**src/design/sbuf_pkg.sv**
```systemverilog
//--------------------------------------------------
// Stream buffer shared definitions
// Widths, derived sizes, word types and the enums
// for arbiter state and memory operation
//--------------------------------------------------
`default_nettype none

package sbuf_pkg;

    //--------------------------------------------------
    // Widths and derived sizes
    localparam int DATA_W     = 8;                  // Stream and memory word
    localparam int ADDR_W     = 6;                  // Ring address
    localparam int BCNT_W     = 4;                  // Burst count field
    localparam int MAX_BURST  = 2 ** (BCNT_W - 1);  // 8 words
    localparam int RING_WORDS = 2 ** ADDR_W;        // 64 words

    //--------------------------------------------------
    // Data types
    typedef logic [DATA_W - 1 : 0] data_t;
    typedef logic [ADDR_W - 1 : 0] addr_t;
    typedef logic [BCNT_W - 1 : 0] bcnt_t;
    typedef logic [ADDR_W : 0]     occ_t;           // One extra bit for full ring

    // Bit 0 is the read request, bit 1 the write request,
    // bit 2 marks the write side of the alternation
    typedef enum logic [2 : 0] {
        ST_RD_IDLE = 3'b000,    // After a read, writes first
        ST_RD_EXEC = 3'b001,    // Read request out
        ST_WR_IDLE = 3'b100,    // After a write, reads first
        ST_WR_EXEC = 3'b110     // Write burst running
    } arb_state_e;

    typedef enum logic [1 : 0] {
        OP_NONE  = 2'b00,
        OP_READ  = 2'b01,
        OP_WRITE = 2'b10
    } mem_op_e;

endpackage : sbuf_pkg

`default_nettype wire

```
**src/design/sbuf_arbiter.sv**
```systemverilog
//--------------------------------------------------
// Decode stage of the stream buffer
// Picks the next memory operation, alternating
// priority between read and write bursts
//--------------------------------------------------
`default_nettype none

module sbuf_arbiter (
    input  wire logic               reset,          // Clock
    input  wire logic               clk,            // Async reset, active high
    input  wire logic               i_in_empty,     // Input FIFO empty
    input  wire logic               i_ring_full,
    input  wire logic               i_ring_empty,
    input  wire logic               i_rd_stop,      // No read credit left
    input  wire logic               i_wr_last,      // Last write beat pending
    input  wire logic               i_m_busy,
    output sbuf_pkg::mem_op_e       o_op
);

    sbuf_pkg::arb_state_e   state;
    logic                   wr_ok;
    logic                   rd_ok;

    assign wr_ok = ~i_ring_full & ~i_in_empty;     // Room in ring, data waiting
    assign rd_ok = ~i_ring_empty & ~i_rd_stop;     // Stored data, output room

    //--------------------------------------------------
    // State transitions
    always_ff @(posedge reset or posedge clk) begin
        if (clk) begin
            state <= sbuf_pkg::ST_RD_IDLE;
        end else begin
            case (state)
                sbuf_pkg::ST_RD_IDLE: begin
                    if (wr_ok) begin
                        state <= sbuf_pkg::ST_WR_EXEC;     // Writes first here
                    end else if (rd_ok) begin
                        state <= sbuf_pkg::ST_RD_EXEC;
                    end
                end
                sbuf_pkg::ST_RD_EXEC: begin
                    // Read request takes a single accepted beat
                    if (~i_m_busy) begin
                        state <= wr_ok ? sbuf_pkg::ST_WR_EXEC : sbuf_pkg::ST_RD_IDLE;
                    end
                end
                sbuf_pkg::ST_WR_IDLE: begin
                    if (rd_ok) begin
                        state <= sbuf_pkg::ST_RD_EXEC;     // Reads first here
                    end else if (wr_ok) begin
                        state <= sbuf_pkg::ST_WR_EXEC;
                    end
                end
                sbuf_pkg::ST_WR_EXEC: begin
                    if (~i_m_busy & i_wr_last) begin
                        state <= rd_ok ? sbuf_pkg::ST_RD_EXEC : sbuf_pkg::ST_WR_IDLE;
                    end
                end
                default: state <= sbuf_pkg::ST_RD_IDLE;   // Unused codes
            endcase
        end
    end

    //--------------------------------------------------
    // Operation decode
    always_comb begin
        case (state)
            sbuf_pkg::ST_RD_EXEC: o_op = sbuf_pkg::OP_READ;
            sbuf_pkg::ST_WR_EXEC: o_op = sbuf_pkg::OP_WRITE;
            default:              o_op = sbuf_pkg::OP_NONE;
        endcase
    end

endmodule : sbuf_arbiter

`default_nettype wire

```
**src/design/sbuf_burst_ctrl.sv**
```systemverilog
//--------------------------------------------------
// Execute stage of the stream buffer
// Ring addresses, occupancy, burst sizing and the
// memory master request outputs
//--------------------------------------------------
`default_nettype none

module sbuf_burst_ctrl #(
    parameter int IN_DEPTH = sbuf_pkg::MAX_BURST
) (
    input  wire logic                               reset,      // Clock
    input  wire logic                               clk,        // Async reset
    input  wire sbuf_pkg::mem_op_e                  i_op,
    input  wire logic                               i_m_busy,
    input  wire logic [$clog2(IN_DEPTH + 1) - 1 : 0] i_in_used,  // Input FIFO fill
    input  wire sbuf_pkg::bcnt_t                    i_rd_credit,
    output sbuf_pkg::addr_t                         o_m_addr,
    output sbuf_pkg::bcnt_t                         o_m_bcnt,
    output logic                                    o_m_wreq,
    output logic                                    o_m_rreq,
    output logic                                    o_ring_full,
    output logic                                    o_ring_empty,
    output logic                                    o_wr_last,
    output sbuf_pkg::bcnt_t                         o_rd_bcnt
);

    sbuf_pkg::addr_t    wr_addr;        // Base of next write burst
    sbuf_pkg::addr_t    rd_addr;        // Base of next read burst
    sbuf_pkg::occ_t     used_cnt;
    sbuf_pkg::occ_t     free_cnt;
    sbuf_pkg::bcnt_t    wr_bcnt;
    sbuf_pkg::bcnt_t    rd_bcnt;
    sbuf_pkg::bcnt_t    wr_left;        // Write beats still to go
    logic               wr_beat;
    logic               rd_acc;

    function automatic sbuf_pkg::bcnt_t min3(input int a, input int b, input int c);
        int m;
        m = (a < b) ? a : b;
        m = (m < c) ? m : c;
        return sbuf_pkg::bcnt_t'(m);
    endfunction

    assign o_m_wreq = (i_op == sbuf_pkg::OP_WRITE);
    assign o_m_rreq = (i_op == sbuf_pkg::OP_READ);
    assign wr_beat  = o_m_wreq & ~i_m_busy;    // One word written
    assign rd_acc   = o_m_rreq & ~i_m_busy;    // Whole read burst taken

    assign o_m_addr  = o_m_wreq ? wr_addr : rd_addr;
    assign o_m_bcnt  = o_m_wreq ? wr_bcnt : rd_bcnt;
    assign o_wr_last = (wr_left == sbuf_pkg::bcnt_t'(1));
    assign o_rd_bcnt = rd_bcnt;

    //--------------------------------------------------
    // Ring occupancy and flags
    always_ff @(posedge reset or posedge clk) begin
        if (clk) begin
            used_cnt     <= '0;
            free_cnt     <= sbuf_pkg::occ_t'(sbuf_pkg::RING_WORDS);
            o_ring_full  <= 1'b0;
            o_ring_empty <= 1'b1;
        end else begin
            if (wr_beat) begin
                used_cnt <= used_cnt + 1'b1;
                free_cnt <= free_cnt - 1'b1;
            end else if (rd_acc) begin
                used_cnt <= used_cnt - sbuf_pkg::occ_t'(rd_bcnt);  // Whole burst freed
                free_cnt <= free_cnt + sbuf_pkg::occ_t'(rd_bcnt);
            end
            if (o_ring_full) begin
                o_ring_full <= ~rd_acc;
            end else begin
                o_ring_full <= wr_beat &
                               (used_cnt == sbuf_pkg::occ_t'(sbuf_pkg::RING_WORDS - 1));
            end
            if (o_ring_empty) begin
                o_ring_empty <= ~wr_beat;
            end else begin
                o_ring_empty <= rd_acc & (used_cnt <= sbuf_pkg::occ_t'(rd_bcnt));
            end
        end
    end

    //--------------------------------------------------
    // Burst sizing, latched while no request is up
    always_ff @(posedge reset or posedge clk) begin
        if (clk) begin
            wr_bcnt <= '0;
            wr_left <= '0;
            rd_bcnt <= '0;
        end else begin
            if (~o_m_wreq) begin
                wr_bcnt <= min3(int'(i_in_used), sbuf_pkg::MAX_BURST, int'(free_cnt));
                wr_left <= min3(int'(i_in_used), sbuf_pkg::MAX_BURST, int'(free_cnt));
            end else if (wr_beat) begin
                wr_left <= wr_left - 1'b1;     // Count down beats
            end
            if (~o_m_rreq) begin
                rd_bcnt <= min3(int'(i_rd_credit), sbuf_pkg::MAX_BURST, int'(used_cnt));
            end
        end
    end

    //--------------------------------------------------
    // Ring addresses, wrap modulo ring size
    always_ff @(posedge reset or posedge clk) begin
        if (clk) begin
            wr_addr <= '0;
            rd_addr <= '0;
        end else begin
            if (wr_beat & o_wr_last) begin
                wr_addr <= wr_addr + sbuf_pkg::addr_t'(wr_bcnt);
            end
            if (rd_acc) begin
                rd_addr <= rd_addr + sbuf_pkg::addr_t'(rd_bcnt);
            end
        end
    end

endmodule : sbuf_burst_ctrl

`default_nettype wire

```
**src/design/sbuf_fifo.sv**
```systemverilog
//--------------------------------------------------
// Show-ahead single-clock FIFO
// Head word visible without a pop, fill count out
//--------------------------------------------------
`default_nettype none

module sbuf_fifo #(
    parameter int DEPTH = 8
) (
    input  wire logic                           reset,  // Clock
    input  wire logic                           clk,    // Async reset, active high
    input  wire sbuf_pkg::data_t                i_dat,
    input  wire logic                           i_push,
    input  wire logic                           i_pop,
    output sbuf_pkg::data_t                     o_dat,
    output logic                                o_empty,
    output logic                                o_full,
    output logic [$clog2(DEPTH + 1) - 1 : 0]    o_used
);

    localparam int PTR_W = (DEPTH > 1) ? $clog2(DEPTH) : 1;
    localparam int CNT_W = $clog2(DEPTH + 1);

    sbuf_pkg::data_t        mem [DEPTH];    // Storage, no reset
    logic [PTR_W - 1 : 0]   wr_ptr;
    logic [PTR_W - 1 : 0]   rd_ptr;
    logic [CNT_W - 1 : 0]   used_cnt;
    logic                   do_push;
    logic                   do_pop;

    assign do_push = i_push & ~o_full;   // Push on full dropped
    assign do_pop  = i_pop & ~o_empty;   // Pop on empty dropped

    assign o_empty = (used_cnt == '0);
    assign o_full  = (used_cnt == CNT_W'(DEPTH));
    assign o_used  = used_cnt;
    assign o_dat   = mem[rd_ptr];        // Show-ahead head

    //--------------------------------------------------
    // Storage write
    always_ff @(posedge reset) begin
        if (do_push) begin
            mem[wr_ptr] <= i_dat;
        end
    end

    //--------------------------------------------------
    // Pointers and fill count
    always_ff @(posedge reset or posedge clk) begin
        if (clk) begin
            wr_ptr   <= '0;
            rd_ptr   <= '0;
            used_cnt <= '0;
        end else begin
            if (do_push) begin
                // Wrap for depths that are not a power of two
                wr_ptr <= (wr_ptr == PTR_W'(DEPTH - 1)) ? '0 : wr_ptr + 1'b1;
            end
            if (do_pop) begin
                rd_ptr <= (rd_ptr == PTR_W'(DEPTH - 1)) ? '0 : rd_ptr + 1'b1;
            end
            case ({do_push, do_pop})
                2'b10:   used_cnt <= used_cnt + 1'b1;
                2'b01:   used_cnt <= used_cnt - 1'b1;
                default: used_cnt <= used_cnt;  // Both or neither
            endcase
        end
    end

endmodule : sbuf_fifo

`default_nettype wire

```
**src/design/sbuf_ostream.sv**
```systemverilog
//--------------------------------------------------
// Result stage of the stream buffer
// Output FIFO and read credit with read stop
//--------------------------------------------------
`default_nettype none

module sbuf_ostream #(
    parameter int OUT_DEPTH = sbuf_pkg::MAX_BURST
) (
    input  wire logic               reset,      // Clock
    input  wire logic               clk,        // Async reset, active high
    input  wire sbuf_pkg::mem_op_e  i_op,
    input  wire logic               i_m_busy,
    input  wire sbuf_pkg::bcnt_t    i_rd_bcnt,  // Size of pending read
    input  wire sbuf_pkg::data_t    i_m_rdat,
    input  wire logic               i_m_rval,
    input  wire logic               i_rdy_out,
    output sbuf_pkg::data_t         o_dat,
    output logic                    o_val,
    output sbuf_pkg::bcnt_t         o_rd_credit,
    output logic                    o_rd_stop
);

    localparam int CR_W = $clog2(OUT_DEPTH + 1);

    logic [CR_W - 1 : 0]    credit;     // Output FIFO room not yet promised
    logic                   ofifo_empty;
    logic                   out_word;
    logic                   rd_acc;

    assign out_word = o_val & i_rdy_out;
    assign rd_acc   = (i_op == sbuf_pkg::OP_READ) & ~i_m_busy;
    assign o_val    = ~ofifo_empty;

    sbuf_fifo #(
        .DEPTH   (OUT_DEPTH)
    ) u_ofifo (
        .reset   (reset),
        .clk     (clk),
        .i_dat   (i_m_rdat),
        .i_push  (i_m_rval),
        .i_pop   (out_word),
        .o_dat   (o_dat),
        .o_empty (ofifo_empty),
        .o_full  (),
        .o_used  ()
    );

    // Bursts never exceed MAX_BURST, so clip the credit there
    assign o_rd_credit = (int'(credit) > sbuf_pkg::MAX_BURST) ?
                         sbuf_pkg::bcnt_t'(sbuf_pkg::MAX_BURST) : sbuf_pkg::bcnt_t'(credit);

    always_ff @(posedge reset or posedge clk) begin
        if (clk) begin
            credit    <= CR_W'(OUT_DEPTH);
            o_rd_stop <= 1'b0;
        end else begin
            credit <= credit - (rd_acc ? CR_W'(i_rd_bcnt) : '0) + CR_W'(out_word);
            if (o_rd_stop) begin
                o_rd_stop <= ~out_word;     // Any drained word frees room
            end else begin
                o_rd_stop <= rd_acc & ~out_word & (credit <= CR_W'(i_rd_bcnt));
            end
        end
    end

endmodule : sbuf_ostream

`default_nettype wire

```
**src/design/sbuf_top.sv**
```systemverilog
//--------------------------------------------------
// Stream buffer top level
// Parks a data stream in a ring of external burst
// memory and plays it back in order
//--------------------------------------------------
`default_nettype none

module sbuf_top #(
    parameter int IN_DEPTH  = sbuf_pkg::MAX_BURST,
    parameter int OUT_DEPTH = sbuf_pkg::MAX_BURST
) (
    input  wire logic               reset,      // Clock
    input  wire logic               clk,        // Async reset, active high
    // Stream in
    input  wire sbuf_pkg::data_t    i_dat,
    input  wire logic               i_val,
    output logic                    o_rdy_in,
    // Stream out
    output sbuf_pkg::data_t         o_dat,
    output logic                    o_val,
    input  wire logic               i_rdy_out,
    // Memory master
    output sbuf_pkg::addr_t         o_m_addr,
    output sbuf_pkg::bcnt_t         o_m_bcnt,
    output logic                    o_m_wreq,
    output sbuf_pkg::data_t         o_m_wdat,
    output logic                    o_m_rreq,
    input  wire sbuf_pkg::data_t    i_m_rdat,
    input  wire logic               i_m_rval,
    input  wire logic               i_m_busy
);

    logic [$clog2(IN_DEPTH + 1) - 1 : 0] in_used;
    logic               in_empty;
    logic               in_full;
    logic               in_pop;
    sbuf_pkg::mem_op_e  op;
    logic               ring_full;
    logic               ring_empty;
    logic               wr_last;
    logic               rd_stop;
    sbuf_pkg::bcnt_t    rd_bcnt;
    sbuf_pkg::bcnt_t    rd_credit;

    assign o_rdy_in = ~in_full;
    assign in_pop   = o_m_wreq & ~i_m_busy;     // One word per write beat

    //--------------------------------------------------
    // Input buffer, head drives write data
    sbuf_fifo #(.DEPTH(IN_DEPTH)) u_ififo (
        .reset   (reset),      .clk     (clk),
        .i_dat   (i_dat),      .i_push  (i_val),
        .i_pop   (in_pop),     .o_dat   (o_m_wdat),
        .o_empty (in_empty),   .o_full  (in_full),
        .o_used  (in_used)
    );

    sbuf_arbiter u_arbiter (
        .reset        (reset),      .clk          (clk),
        .i_in_empty   (in_empty),   .i_ring_full  (ring_full),
        .i_ring_empty (ring_empty), .i_rd_stop    (rd_stop),
        .i_wr_last    (wr_last),    .i_m_busy     (i_m_busy),
        .o_op         (op)
    );

    sbuf_burst_ctrl #(.IN_DEPTH(IN_DEPTH)) u_burst_ctrl (
        .reset        (reset),      .clk          (clk),
        .i_op         (op),         .i_m_busy     (i_m_busy),
        .i_in_used    (in_used),    .i_rd_credit  (rd_credit),
        .o_m_addr     (o_m_addr),   .o_m_bcnt     (o_m_bcnt),
        .o_m_wreq     (o_m_wreq),   .o_m_rreq     (o_m_rreq),
        .o_ring_full  (ring_full),  .o_ring_empty (ring_empty),
        .o_wr_last    (wr_last),    .o_rd_bcnt    (rd_bcnt)
    );

    sbuf_ostream #(.OUT_DEPTH(OUT_DEPTH)) u_ostream (
        .reset        (reset),      .clk          (clk),
        .i_op         (op),         .i_m_busy     (i_m_busy),
        .i_rd_bcnt    (rd_bcnt),    .i_m_rdat     (i_m_rdat),
        .i_m_rval     (i_m_rval),   .i_rdy_out    (i_rdy_out),
        .o_dat        (o_dat),      .o_val        (o_val),
        .o_rd_credit  (rd_credit),  .o_rd_stop    (rd_stop)
    );

endmodule : sbuf_top

`default_nettype wire

```
**config.mk**
```make
export PLATFORM = sky130hd
export DESIGN_NAME = sbuf_top
export DESIGN_NICKNAME = d
export VERILOG_FILES = /design/src/design/sbuf_pkg.sv /design/src/design/sbuf_arbiter.sv /design/src/design/sbuf_burst_ctrl.sv /design/src/design/sbuf_fifo.sv /design/src/design/sbuf_ostream.sv /design/src/design/sbuf_top.sv
export SDC_FILE = /design/constraint.sdc
export NUM_CORES = 1
export LEC_CHECK = 0
export BUFFER_PORTS_ARGS = -buffer_cell sky130_fd_sc_hd__buf_2
export CAP_MARGIN = 10
export CORE_MARGIN = 3
export CORE_UTILIZATION = 55
export DETAILED_ROUTE_END_ITERATION = 6
export HOLD_SLACK_MARGIN = 0.03
export PLACE_DENSITY = 0.86
export SYNTH_ARGS = -nofsm -noshare
export SYNTH_HDL_FRONTEND = slang
export SYNTH_SLANG_ARGS = --single-unit
```
**constraint.sdc**
```tcl
create_clock -name reset -period 2.55 [get_ports reset]
set_input_delay 0.255 -clock reset [delete_from_list [all_inputs] [get_ports reset]]
set_output_delay 0.255 -clock reset [all_outputs]
set_load 0.02 [all_outputs]
```
==> results of run 1 <==
-- timing repair --
action,CTS,global route
resized for setup,0,1
hold buffers,1,0
setup buffers,0,2
hold endpoints to repair,11,0
setup endpoints to repair,0,2
-- logic make-up (layout without fill, tap and decap cells) --
family	count (synthesis)	in the layout	synth area share
xor gates and xnor gates	36	36	0.0333
buffers and inverters	56	165	0.0251
and+or+nand+nor	171	171	0.0924
adders and majority gates	59	59	0.0827
DFF	196	196	0.586
muxes	65	65	0.114
AOI/OAI and AO/OA	101	101	0.0665
-- sequential cells by signal, indices dropped and copies added, names as in the netlist --
register	count
u_ostream.credit	4
u_ififo.rd_ptr	3
u_ififo.o_used	4
u_ostream.u_ofifo.o_used	4
u_arbiter.state	3
u_ostream.u_ofifo.wr_ptr	3
u_ostream.u_ofifo.mem	64
u_ififo.wr_ptr	3
u_burst_ctrl.rd_addr	6
u_ififo.mem	64
u_burst_ctrl.wr_left	4
u_burst_ctrl.wr_addr	6
u_burst_ctrl.free_cnt	7
u_burst_ctrl.used_cnt	7
u_ostream.u_ofifo.rd_ptr	3
u_burst_ctrl.o_ring_empty	1
u_burst_ctrl.o_ring_full	1
u_ostream.o_rd_stop	1
u_burst_ctrl.wr_bcnt	4
u_burst_ctrl.o_rd_bcnt	4
-- power groups by stage --
stage | Sequential (uW) | Combinational (uW) | Clock (uW)
after floorplan | 4750 | 4570 | 0
after global placement | 4890 | 5790 | 0
after detailed placement | 4980 | 6100 | 0
after CTS | 4920 | 6160 | 2630
after global routing | 5010 | 6860 | 2760
final | 4910 | 6130 | 2600
-- cell usage after synthesis (9+ instances only) --
cell type                  number
sky130_fd_sc_hd__edfxtp_1     128
sky130_fd_sc_hd__o21ai_0       41
sky130_fd_sc_hd__mux2_2        24
sky130_fd_sc_hd__buf_2         10
sky130_fd_sc_hd__nand2b_1      17
sky130_fd_sc_hd__inv_1         35
sky130_fd_sc_hd__mux2i_1        9
sky130_fd_sc_hd__xor2_1        16
sky130_fd_sc_hd__nand2_1       61
sky130_fd_sc_hd__nor2b_1       12
sky130_fd_sc_hd__nor3_1        18
sky130_fd_sc_hd__ha_1          53
sky130_fd_sc_hd__a21oi_1       22
sky130_fd_sc_hd__xnor2_1       20
sky130_fd_sc_hd__dfrtp_1       65
sky130_fd_sc_hd__nor2_1        31
sky130_fd_sc_hd__mux4_2        32
-- worst paths after layout --
check	start	endpoint	slack, ns	cells past startpoint
worst max-delay path	u_ostream.u_ofifo.rd_ptr[0]$_DFFE_PP0P_	o_dat[4]	0.13	4
worst min-delay path	i_dat[1]	u_ififo.mem[0][1]$_DFFE_PP_	0.09	1
worst max register to register	u_arbiter.state[1]$_DFFE_PP0P_	u_burst_ctrl.free_cnt[6]$_DFFE_PP1P_	0.13	9
worst min register to register	u_burst_ctrl.wr_addr[5]$_DFFE_PP0P_	u_burst_ctrl.wr_addr[5]$_DFFE_PP0P_	0.47	1
max in group asynchronous	clk	u_arbiter.state[2]$_DFFE_PP0P_	1.48	4
min in group asynchronous	clk	u_ostream.u_ofifo.o_used[1]$_DFFE_PP0P_	0.30	3
-- layout by cell type, fill, tap and decap left out, types with 3 or more instances in the layout --
cell and count:
sky130_fd_sc_hd__edfxtp_1 128, sky130_fd_sc_hd__dfrtp_1 64, sky130_fd_sc_hd__nand2_1 61, sky130_fd_sc_hd__ha_1 53, sky130_fd_sc_hd__buf_2 51, sky130_fd_sc_hd__buf_4 45
sky130_fd_sc_hd__o21ai_0 41, sky130_fd_sc_hd__inv_1 34, sky130_fd_sc_hd__mux4_2 32, sky130_fd_sc_hd__nor2_1 31, sky130_fd_sc_hd__mux2_2 24, sky130_fd_sc_hd__a21oi_1 22
sky130_fd_sc_hd__xnor2_1 20, sky130_fd_sc_hd__nor3_1 18, sky130_fd_sc_hd__nand2b_1 17, sky130_fd_sc_hd__clkbuf_16 17, sky130_fd_sc_hd__xor2_1 16, sky130_fd_sc_hd__nor2b_1 12
sky130_fd_sc_hd__mux2i_1 9, sky130_fd_sc_hd__a21o_1 8, sky130_fd_sc_hd__o21a_1 7, sky130_fd_sc_hd__fa_1 6, sky130_fd_sc_hd__inv_8 6, sky130_fd_sc_hd__nor4_1 5
sky130_fd_sc_hd__nand3_1 5, sky130_fd_sc_hd__nand3b_1 4, sky130_fd_sc_hd__clkinv_8 3, sky130_fd_sc_hd__dfstp_2 3
-- area by class of cell --
| type | instances | area, um2 | share of cell area |
|---|---|---|---|
| clock buffer | 18 | 429 | 0.0395 |
| inverter | 36 | 135 | 0.0124 |
| sequential | 196 | 5550 | 0.511 |
| timing repair buffer | 97 | 603 | 0.0556 |
| tap | 220 | 275 | 0.0254 |
| multi-input combinational | 432 | 3700 | 0.341 |
| clock inverter | 14 | 158 | 0.0145 |
-- critical path, stage by stage (launching register included) --
cell                      delay, ns
sky130_fd_sc_hd__dfrtp_1       0.39
sky130_fd_sc_hd__buf_4         0.34
sky130_fd_sc_hd__mux4_2        0.56
sky130_fd_sc_hd__mux2_2        0.30
sky130_fd_sc_hd__buf_2         0.16
-- stage by stage --
stage	instance area, um2	setup WS, ns	power [uW]	utilization
after detailed placement	10200	0.0861	11100	0.613
after global placement	10200	0.162	10700	0.613
final	10900	0.125	13600	0.650
after CTS	10800	0.0695	13700	0.649
after global routing	10900	0.000159	14600	0.650
after floorplan	9490	0.00310	9310	-
-- metal layers --
layer | GRT usage | wire length [um] | part of all wire | vias up
met5 | 0 | 0 | 0 | -
met4 | 0.0732 | 339 | 0.018 | 0
met3 | 0.0413 | 870 | 0.046 | 32
met2 | 0.371 | 10000 | 0.52 | 147
met1 | 0.284 | 7870 | 0.41 | 2963
li1 | - | - | - | 2722
==> Implementation_results.wiki, run 1 <==
{| class="wikitable"
! Metric !! Value
|-
| Number of H-tree levels || 4
|-
| Part of the power in registers || 0.360
|-
| Final hold violations || 0
|-
| Clock latency reported for the late side of the worst-skew pair || between 0.4 and 0.5 ns
|-
| Crit path max fanout || 16
|-
| Number of nets still failing antenna checks after routing || 0
|-
| NetSw || approximately 5300 uW
|-
| Critical Path Sink Type || primary output
|-
| Max-cap violations || 0
|-
| Least-Margin Pin Slew || between 0.5 and 0.6 ns
|-
| Layout Area Growth over Synthesis || 14.6%
|-
| Critical path class || flop to primary output
|-
| YS warnings || 0
|-
| Cell Count, Final, Fillers Out || 1013
|-
| Layout cell share with drive strength beyond 1 || 0.257
|-
| Die width || about 140 um
|-
| Fill cell count || ~1200
|-
| Post-layout nets || approximately 860
|-
| DRC errors left || 0
|-
| Total setup violations reported at the end of the flow || 0
|-
| Final number of max-transition violations || 0
|-
| Standard cell core area || about 17000 um2
|-
| TritonCTS Buffers || 17
|-
| Ranking of synthesized cells by area || sky130_fd_sc_hd__edfxtp_1 41%, sky130_fd_sc_hd__dfrtp_1 17%, sky130_fd_sc_hd__mux4_2 7.6%
|-
| WHS || between 0.08 and 0.09 ns
|-
| Ratio of routed vias to standard cells || 5.79
|-
| Top_reg_cell synth || sky130_fd_sc_hd__edfxtp_1
|-
| Inserted Diodes || 0
|-
| Post-synthesis instance total || 684
|-
| Starting density of the core || 0.567
|-
| Clk buf depth || 2
|-
| Number of distinct library cell variants in the gate-level netlist after synthesis || 63
|-
| Vias in the first global route || slightly above 6000
|-
| Shortest period the worst path allows || between 2 and 2.5 ns
|-
| Number of antenna violations at the first check in global routing || 0
|-
| Synthesized area per cell || ~14 um2
|-
| Pin count of the biggest net entering global routing || 37
|-
| Vias after detailed routing || a little under 6000
|-
| Final global-route overflow total || 0
|-
| Sequential fraction of the synthesis area || 0.586
|-
| Share of the clock period used by the worst path after layout || 0.951
|-
| Headroom to the max-slew limit || 0.661
|-
| Overall die height || between 100 and 150 um
|-
| Gate power share || 0.450
|-
| Areal power density over the cells || ~1300 nW/um2
|-
| I/O pin count || 52
|-
| HPWL reported at the end of detailed placement || about 14000 um
|-
| Outcome || finished, final reports clean
|-
| Post-route clock skew || a little over 0.01 ns
|-
| Clock-pin transition on the worst setup and hold timing paths || roughly 0.07 ns
|-
| Int Pwr || 8390 uW
|-
| Final WL || 19100 um
|-
| Proportion of synthesized flip-flops having asynchronous set or reset || 0.347
|-
| First-pass detailed-route iteration total || 4
|-
| Clock Root Buffer || sky130_fd_sc_hd__clkbuf_16
|-
| Worst supply voltage drop on vdd || a little over 700 uV
|-
| Die Outline Area || around 19000 um2
|-
| Net count of the mapped netlist || ~770
|-
| First-pass GRT wire length || 31500 um
|-
| Leakage power || around 0.0044 uW
|-
| Clk network pwr share || 0.190
|-
| Yosys top cell area share || 0.406
|-
| Wire length per cell after detailed routing || between 15 and 20 um
|-
| Kind of start point of the critical path || flop
|-
| DR iter-0 viols || approximately 400
|-
| Number of synthesized flops with an enable pin || about 130
|-
| Number of placement rows || between 40 and 50
|-
| Placed cell count || about 1000
|-
| Mapped cell area || 9470 um2
|-
| Worst Hold Class || input pin to flop
|-
| Flip-flop and latch count after synthesis || between 150 and 200
|-
| TritonCTS clock tree || yes
|-
| Final RePlAce weighted congestion || around 0.84
|-
| Crit path DAT || approximately 2.2 ns
|-
| Number of clock sinks || 196
|-
| Port Buffers || slightly above 50
|-
| Unrepaired setup endpoints after global routing || no
|-
| Switching share of total power || 0.385
|-
| Setup TNS || 0 ns
|-
| Data required, critical path || 2.30 ns
|-
| Post-synth top area cell || sky130_fd_sc_hd__edfxtp_1
|-
| GRT Util Overall || 0.218
|-
| Peak Freq || about 410 MHz
|}
No activity file was read; power rests on OpenSTA's default activity.
==> inputs of run 2 (changes only) <==
Settings changed: BUFFER_PORTS_ARGS -buffer_cell sky130_fd_sc_hd__buf_2 to not set, CORE_UTILIZATION 55 to 65, DONT_BUFFER_PORTS set to 1, PLACE_DENSITY 0.86 to 0.91.
Clock period 2.55 ns to 2.8 ns, I/O delays scaled along.
==> run 2 against run 1 <==
Compared with the run above:
- via count is 0.65% lower
- sequential share of layout area is 1.4 points higher
- clock skew is 0.0020 ns higher
- die area is 15% lower
- worst hold slack worse by 0.010 ns
- utilization is 10 points higher
- wire length is 0.42% lower
- total power is 12% lower
- combinational power is 15% lower
- count of clock-buffer cells in the layout is 1 lower
- critical path type is now flop to flop
- largest cell class unchanged
==> Implementation_results.wiki, run 2 (synthesized netlist as in run 1, its figures left out) <==
{| class="wikitable"
! Metric !! Value
|-
| Ratio of routed vias to standard cells || 6.31 (+9.0%)
|-
| Total setup violations reported at the end of the flow || 0 (unchanged)
|-
| Gate power share || 0.430 (-0.020)
|-
| Shortest period the worst path allows || between 2 and 3 ns
|-
| Vias after detailed routing || 5826 (-0.65%)
|-
| Die Outline Area || 16100 um2 (-15%)
|-
| Share of the clock period used by the worst path after layout || 0.927
|-
| Layout cell share with drive strength beyond 1 || 0.182 (-0.0756)
|-
| Worst Hold Class || input pin to flop
|-
| Clock-pin transition on the worst setup and hold timing paths || 0.07 ns (about the same)
|-
| Kind of start point of the critical path || flop
|-
| Peak Freq || just under 400 MHz
|-
| Critical Path Start || u_arbiter.state[0]$_DFFE_PP0P_
|-
| Port Buffers || 0 (-100%)
|-
| Setup TNS || 0 ns (unchanged)
|-
| I/O pin count || 52 (unchanged)
|-
| Data required, critical path || 3.15 ns (+0.85 ns)
|-
| Overall die height || 127 um (-7.7%)
|-
| Outcome || finished, final reports clean
|-
| DRC errors left || 0 (unchanged)
|-
| Setup Fix Bufs, Post-CTS || 0 (unchanged)
|-
| Cells on worst reg2reg path || 12 (+3)
|-
| Number of nets still failing antenna checks after routing || 0 (unchanged)
|-
| Most common cell after layout, fill and taps aside || sky130_fd_sc_hd__edfxtp_1
|-
| Wire length per cell after detailed routing || 20.6 um (+9.3%)
|-
| Number of placement rows || 43 (-8.5%)
|-
| Final WL || 19000 um (-0.42%)
|-
| Switching share of total power || 0.392 (+0.00672)
|-
| Part of the power in registers || 0.384 (+0.024)
|-
| Total power after layout || 12100 uW (-12%)
|-
| Inserted Diodes || 0 (unchanged)
|-
| Areal power density over the cells || 1140 nW/um2 (-9.0%)
|-
| Crit path max fanout || 6 (-10)
|-
| Max-cap violations || 0 (unchanged)
|-
| WHS || 0.0783 ns (-0.0103 ns)
|-
| Crit path DAT || 2.94 ns (+0.77 ns)
|-
| Most frequent cells in the layout || 128 x sky130_fd_sc_hd__edfxtp_1, 65 x sky130_fd_sc_hd__dfrtp_1, 61 x sky130_fd_sc_hd__nand2_1, 53 x sky130_fd_sc_hd__ha_1, 41 x sky130_fd_sc_hd__o21ai_0
|-
| Number of antenna violations at the first check in global routing || 0 (unchanged)
|-
| Final hold violations || 0 (unchanged)
|-
| TritonCTS clock tree || yes
|-
| Clock Root Buffer || sky130_fd_sc_hd__clkbuf_16
|-
| NetSw || 4730 uW (-10%)
|-
| Startpoint of the worst register-to-register path || u_arbiter.state[0]$_DFFE_PP0P_
|-
| HPWL reported at the end of detailed placement || 12800 um (-5.4%)
|-
| First-pass detailed-route iteration total || 6 (+2)
|-
| Critical path class || flop to flop
|-
| Vias in the first global route || 6161 (+0.18%)
|-
| Die width || 127 um (-7.7%)
|-
| Starting density of the core || 0.674 (+0.107)
|-
| Reg-to-Reg End || u_burst_ctrl.free_cnt[6]$_DFFE_PP1P_
|-
| Least-Margin Pin Slew || 1.05 ns (+0.545 ns)
|-
| Critical Path Sink Type || flop
|-
| Number of H-tree levels || 4 (unchanged)
|-
| Number of clock sinks || 196 (unchanged)
|-
| First-pass GRT wire length || 31200 um (-1.1%)
|-
| Last element of the critical path || u_burst_ctrl.free_cnt[6]$_DFFE_PP1P_
|-
| Clk buf depth || 2 (unchanged)
|-
| Layout Area Growth over Synthesis || 11.5%
|-
| Post-route clock skew || 0.0121 ns (+0.00200 ns)
|-
| Final RePlAce weighted congestion || 0.923 (+10%)
|-
| Int Pwr || 7340 uW (-13%)
|-
| Headroom to the max-slew limit || 0.297 (-0.365)
|-
| Standard cell core area || 14000 um2 (-16%)
|-
| Worst supply voltage drop on vdd || 628 uV (-13%)
|-
| GRT Util Overall || 0.250 (+0.0320)
|-
| Post-layout nets || 811 (-5.8%)
|-
| Clk network pwr share || 0.187 (-0.003)
|-
| Hold wc startpoint || i_m_busy
|-
| Unrepaired setup endpoints after global routing || no
|-
| Leakage power || 0.00412 uW (-5.7%)
|-
| TritonCTS Buffers || 17 (unchanged)
|-
| Register-to-register setup slack || 0.20 ns (+0.08 ns)
|-
| DR iter-0 viols || 558 (+41%)
|-
| Top Registers || u_ififo.mem x64, u_ostream.u_ofifo.mem x64
|-
| Clock latency reported for the late side of the worst-skew pair || 0.43 ns (about the same)
|-
| Final global-route overflow total || 0 (unchanged)
|-
| Pin count of the biggest net entering global routing || 51 (+38%)
|-
| Final number of max-transition violations || 0 (unchanged)
|}
==> run 2: changes by cell type in the layout (fill, tap and decap cells not counted), moves of 2 or more <==
cell / change
sky130_fd_sc_hd__dlygate4sd3_1: +17
sky130_fd_sc_hd__clkinv_1: +2
sky130_fd_sc_hd__buf_2: -51
sky130_fd_sc_hd__clkinv_8: -2
sky130_fd_sc_hd__buf_4: -16
sky130_fd_sc_hd__inv_8: -3
sky130_fd_sc_hd__clkinvlp_4: +2
==> run 2: worst min path at each step <==
stage                                                to  slack (ns)  cells past startpoint
detailed placement          u_ififo.mem[2][7]$_DFFE_PP_        0.38                      0
global placement            u_ififo.mem[0][7]$_DFFE_PP_        0.38                      0
floorplan                   u_ififo.mem[0][0]$_DFFE_PP_        0.38                      0
global route        u_burst_ctrl.wr_left[1]$_DFFE_PP0P_        0.09                      3
CTS                 u_burst_ctrl.wr_left[0]$_DFFE_PP0P_        0.05                      3
finish              u_burst_ctrl.wr_left[0]$_DFFE_PP0P_        0.08                      3
==> run 2: metrics by stage <==
stage	std cells	util	worst slack, ns	instance area, um2
after CTS	923	0.751	0.103	10500
after global routing	923	0.752	0.0172	10600
after detailed placement	873	0.699	0.115	9820
after global placement	873	0.699	0.244	9820
final	923	0.752	0.203	10600
after floorplan	684	-	0.0522	9470
==> run 2: layout make-up <==
class                           count  area (um2)
Sequential cell                   196        5550
Multi-Input combinational cell    432        3690
Fill cell                         787        3490
Clock buffer                       17         425
Timing Repair Buffer               47         398
Tap cell                          180         225
Inverter                           36         135
Clock inverter                     15         128
==> run 2: timing repair <==
action | 4_1_cts | 5_1_grt
endpoints found under the setup margin | 0 | 1
hold buffers | 18 | 0
gates resized for setup | 0 | 2
endpoints found under the hold margin | 174 | 0
==> run 2: routing by layer <==
layer  vias to the layer above  share of wire  global-route usage  wire (um)
met2                       260           0.52               0.425       9950
met5                         -              0                   0          0
met3                        32          0.061              0.0526       1150
met4                         0          0.015              0.0820        284
li1                       2630              -                   -          -
met1                      2904           0.40               0.326       7620
==> run 2: power by group through the flow <==
| stage | Combinational (uW) | Sequential, uW | Clock [uW] |
|---|---|---|---|
| after floorplan | 4130 | 4320 | 0 |
| after global placement | 4700 | 4580 | 0 |
| after detailed placement | 5020 | 4650 | 0 |
| after CTS | 5160 | 4610 | 2290 |
| after global routing | 5750 | 4710 | 2400 |
| final | 5190 | 4630 | 2250 |
==> run 2: critical path, cell delays in order, from the launching register on <==
cell                        delay (ns)
sky130_fd_sc_hd__dfrtp_1          0.43
sky130_fd_sc_hd__nand3b_2         0.24
sky130_fd_sc_hd__inv_2            0.07
sky130_fd_sc_hd__nand2b_1         0.06
sky130_fd_sc_hd__nand2_1          0.07
sky130_fd_sc_hd__ha_1             0.15
sky130_fd_sc_hd__inv_1            0.07
sky130_fd_sc_hd__fa_1             0.43
sky130_fd_sc_hd__a21o_1           0.22
sky130_fd_sc_hd__a2111oi_2        0.35
sky130_fd_sc_hd__xnor2_1          0.19
sky130_fd_sc_hd__nand2_1          0.10
sky130_fd_sc_hd__xnor2_1          0.14
==> inputs of run 3 (changes only) <==
Settings changed: CELL_PAD_IN_SITES_DETAIL_PLACEMENT set to 1, CELL_PAD_IN_SITES_GLOBAL_PLACEMENT set to 2, CORE_UTILIZATION 65 to 46, PLACE_DENSITY 0.91 to 0.9.
Clock period 2.8 ns to 2.5 ns, I/O delays scaled along.
==> run 3 against run 2 <==
Compared with the run above:
- count of clock-buffer cells in the layout increased by 1
- register-to-register slack got worse by 0.10 ns
- global-route usage is 4.0 points lower
- critical path depth stayed put
- non-clock buffer count is 24 higher
- first-iteration DRC count down 61%
- maximum frequency up 8.3%
- sequential power rose by 9.3%
- worst hold slack worse by 0.010 ns
- total power is 18% higher
- combinational power grew 25%
- clock skew decreased by 0.0031 ns
- critical path type unchanged
- critical endpoint unchanged
- highest routed layer unchanged
==> Implementation_results.wiki, run 3 (synthesized netlist as in run 1, its figures left out) <==
{| class="wikitable"
! Metric !! Value
|-
| TritonCTS clock tree || yes
|-
| Max-cap violations || 0 (unchanged)
|-
| Final WL || 22100 um (+16%)
|-
| Most frequent cells in the layout || 128 x sky130_fd_sc_hd__edfxtp_1, 63 x sky130_fd_sc_hd__dfrtp_1, 59 x sky130_fd_sc_hd__nand2_1, 50 x sky130_fd_sc_hd__ha_1, 50 x sky130_fd_sc_hd__buf_4
|-
| Clk buf depth || 2 (unchanged)
|-
| Layout cell share with drive strength beyond 1 || 0.228 (+0.0465)
|-
| Leakage power || 0.00430 uW (+4.4%)
|-
| I/O pin count || 52 (unchanged)
|-
| Share of the clock period used by the worst path after layout || 0.959 (+0.0313)
|-
| First-pass GRT wire length || 36100 um (+16%)
|-
| Standard cell core area || 19800 um2 (+41%)
|-
| Starting density of the core || 0.477 (-0.197)
|-
| Number of clock sinks || 196 (unchanged)
|-
| Final hold violations || 0 (unchanged)
|-
| Port Buffers || 0 (unchanged)
|-
| Share of the core filled with cells in the final layout || 0.555 (-0.197)
|-
| Final RePlAce weighted congestion || 0.821 (-11%)
|-
| Areal power density over the cells || 1300 nW/um2 (+13%)
|-
| Headroom to the max-slew limit || 0.640 (+0.343)
|-
| Placement Setup Slack || 0.0435 ns (-0.0717 ns)
|-
| Die Outline Area || 22300 um2 (+39%)
|-
| Most common cell after layout, fill and taps aside || sky130_fd_sc_hd__edfxtp_1
|-
| Die width || 149 um (+18%)
|-
| Cell Count, Final, Fillers Out || 1032 (+12%)
|-
| Outcome || finished, final reports clean
|-
| Number of placement rows || 51 (+19%)
|-
| Overall die height || 149 um (+18%)
|-
| Post-layout nets || 835 (+3.0%)
|-
| Peak Freq || 417 MHz (+8.3%)
|-
| Crit path max fanout || 2 (-4)
|-
| First-pass detailed-route iteration total || 4 (-2)
|-
| Shortest period the worst path allows || 2.40 ns (-0.200 ns)
|-
| Final WS setup || 0.103 ns (-0.0999 ns)
|-
| CP Cell Sequence || nand3b_4 > inv_4 > nand2b_4 > nand2_4 > ha_4 > inv_2 > fa_2 > a21o_1 > a2111oi_4 > xnor2_1 > nand2_1 > xnor2_1
|-
| Final number of max-transition violations || 0 (unchanged)
|-
| Data required, critical path || 2.87 ns (-0.28 ns)
|-
| Clock-pin transition on the worst setup and hold timing paths || 0.08 ns (about the same)
|-
| Worst supply voltage drop on vdd || 680 uV (+8.3%)
|-
| Delay of the slowest cell on the worst path || 0.39 ns (-0.04 ns)
|-
| Critical Path Slowest Stage Cell || sky130_fd_sc_hd__fa_2
|-
| GRT Util Overall || 0.210 (-0.0402)
|-
| Unrepaired setup endpoints after global routing || yes
|-
| Layout Area Growth over Synthesis || 16.3%
|-
| WHS || 0.0679 ns (-0.0104 ns)
|-
| Clock Root Buffer || sky130_fd_sc_hd__clkbuf_16
|-
| DRC errors left || 0 (unchanged)
|-
| Placed cell count || 978 (+12%)
|-
| Number of H-tree levels || 4 (unchanged)
|-
| Critical Path Sink Type || flop
|-
| Pin count of the biggest net entering global routing || 69 (+35%)
|-
| Post-route clock skew || 0.00902 ns (-0.00309 ns)
|-
| Top Registers || u_ififo.mem x64, u_ostream.u_ofifo.mem x64
|-
| Number of antenna violations at the first check in global routing || 0 (unchanged)
|-
| Ratio of routed vias to standard cells || 5.58 (-12%)
|-
| Most frequent CP cell || sky130_fd_sc_hd__xnor2_1
|-
| Least-Margin Pin Slew || 0.540 ns (-0.513 ns)
|-
| Register-to-register setup slack || 0.10 ns (-0.10 ns)
|-
| Vias after detailed routing || 5762 (-1.1%)
|-
| Worst Hold Class || input pin to flop
|-
| TritonCTS Buffers || 17 (unchanged)
|-
| Total setup violations reported at the end of the flow || 0 (unchanged)
|-
| Kind of start point of the critical path || flop
|-
| Cell family contributing the most delay on the critical path || compound AO/OA/AOI/OAI gates
|-
| Critical path class || flop to flop
|-
| HPWL reported at the end of detailed placement || 15600 um (+21%)
|-
| Crit path DAT || 2.77 ns (-0.17 ns)
|-
| Final global-route overflow total || 0 (unchanged)
|-
| Wire length per cell after detailed routing || 21.4 um (+3.9%)
|-
| Inserted Diodes || 0 (unchanged)
|-
| DR iter-0 viols || 215 (-61%)
|-
| Vias in the first global route || 6465 (+4.9%)
|-
| Number of nets still failing antenna checks after routing || 0 (unchanged)
|-
| CP Buf/Inv Count || 2 (unchanged)
|-
| Clock latency reported for the late side of the worst-skew pair || 0.44 ns (about the same)
|}
[run 3: routing by layer]
metal / vias up / share of wire / track usage
li1: 2664 / - / -
met1: 3006 / 0.43 / 0.263
met2: 74 / 0.53 / 0.379
met3: 18 / 0.031 / 0.0376
met4: 0 / 0.012 / 0.0517
met5: - / 0 / 0
[run 3: area by class of cell]
cell class	count	area, um2
clock buffer	18	429
multi-input combinational	432	3790
sequential	196	5550
clock inverter	14	170
fill	1961	8830
tap	265	332
timing repair buffer	71	607
inverter	36	138
[run 3: path summary, 6_finish.rpt]
path / start / to / cells past startpoint
worst min register to register: u_burst_ctrl.wr_addr[5]$_DFFE_PP0P_ / u_burst_ctrl.wr_addr[5]$_DFFE_PP0P_ / 1
worst max register to register: u_arbiter.state[0]$_DFFE_PP0P_ / u_burst_ctrl.free_cnt[6]$_DFFE_PP1P_ / 12
worst max-delay path: u_arbiter.state[0]$_DFFE_PP0P_ / u_burst_ctrl.free_cnt[6]$_DFFE_PP1P_ / 12
min in group asynchronous: clk / u_ostream.u_ofifo.o_used[3]$_DFFE_PP0P_ / 3
worst min-delay path: i_m_busy / u_arbiter.state[1]$_DFFE_PP0P_ / 2
max in group asynchronous: clk / u_arbiter.state[1]$_DFFE_PP0P_ / 3
[run 3: stage by stage]
stage,instance area (um2),power (uW),TNS [ns]
6_report,11000,14300,0
5_1_grt,11000,15300,-0.0229
4_1_cts,10900,14200,0
3_5_place_dp,10100,11400,0
3_3_place_gp,10100,10900,0
2_1_floorplan,9500,9540,0
[run 3: timing repair]
action | 4_1_cts | 5_1_grt
setup endpoints to repair | 0 | 7
setup buffers | 0 | 4
hold endpoints to repair | 196 | 0
gates resized for setup | 0 | 17
hold buffers | 18 | 0
[run 3: report_power, final]
part	internal [uW]	switching, uW
sequential	4310	750
combinational	2940	3560
clock	1360	1360
[run 3: worst reg2reg max path: cells and delay by family (launching register included)]
kind / cells / cell delay (ns)
AOI/OAI and AO/OA: 2 / 0.63
DFF: 1 / 0.38
and+or+nand+nor: 4 / 0.39
xor gates and xnor gates: 2 / 0.32
adders and majority gates: 2 / 0.51
buffers and inverters: 2 / 0.12
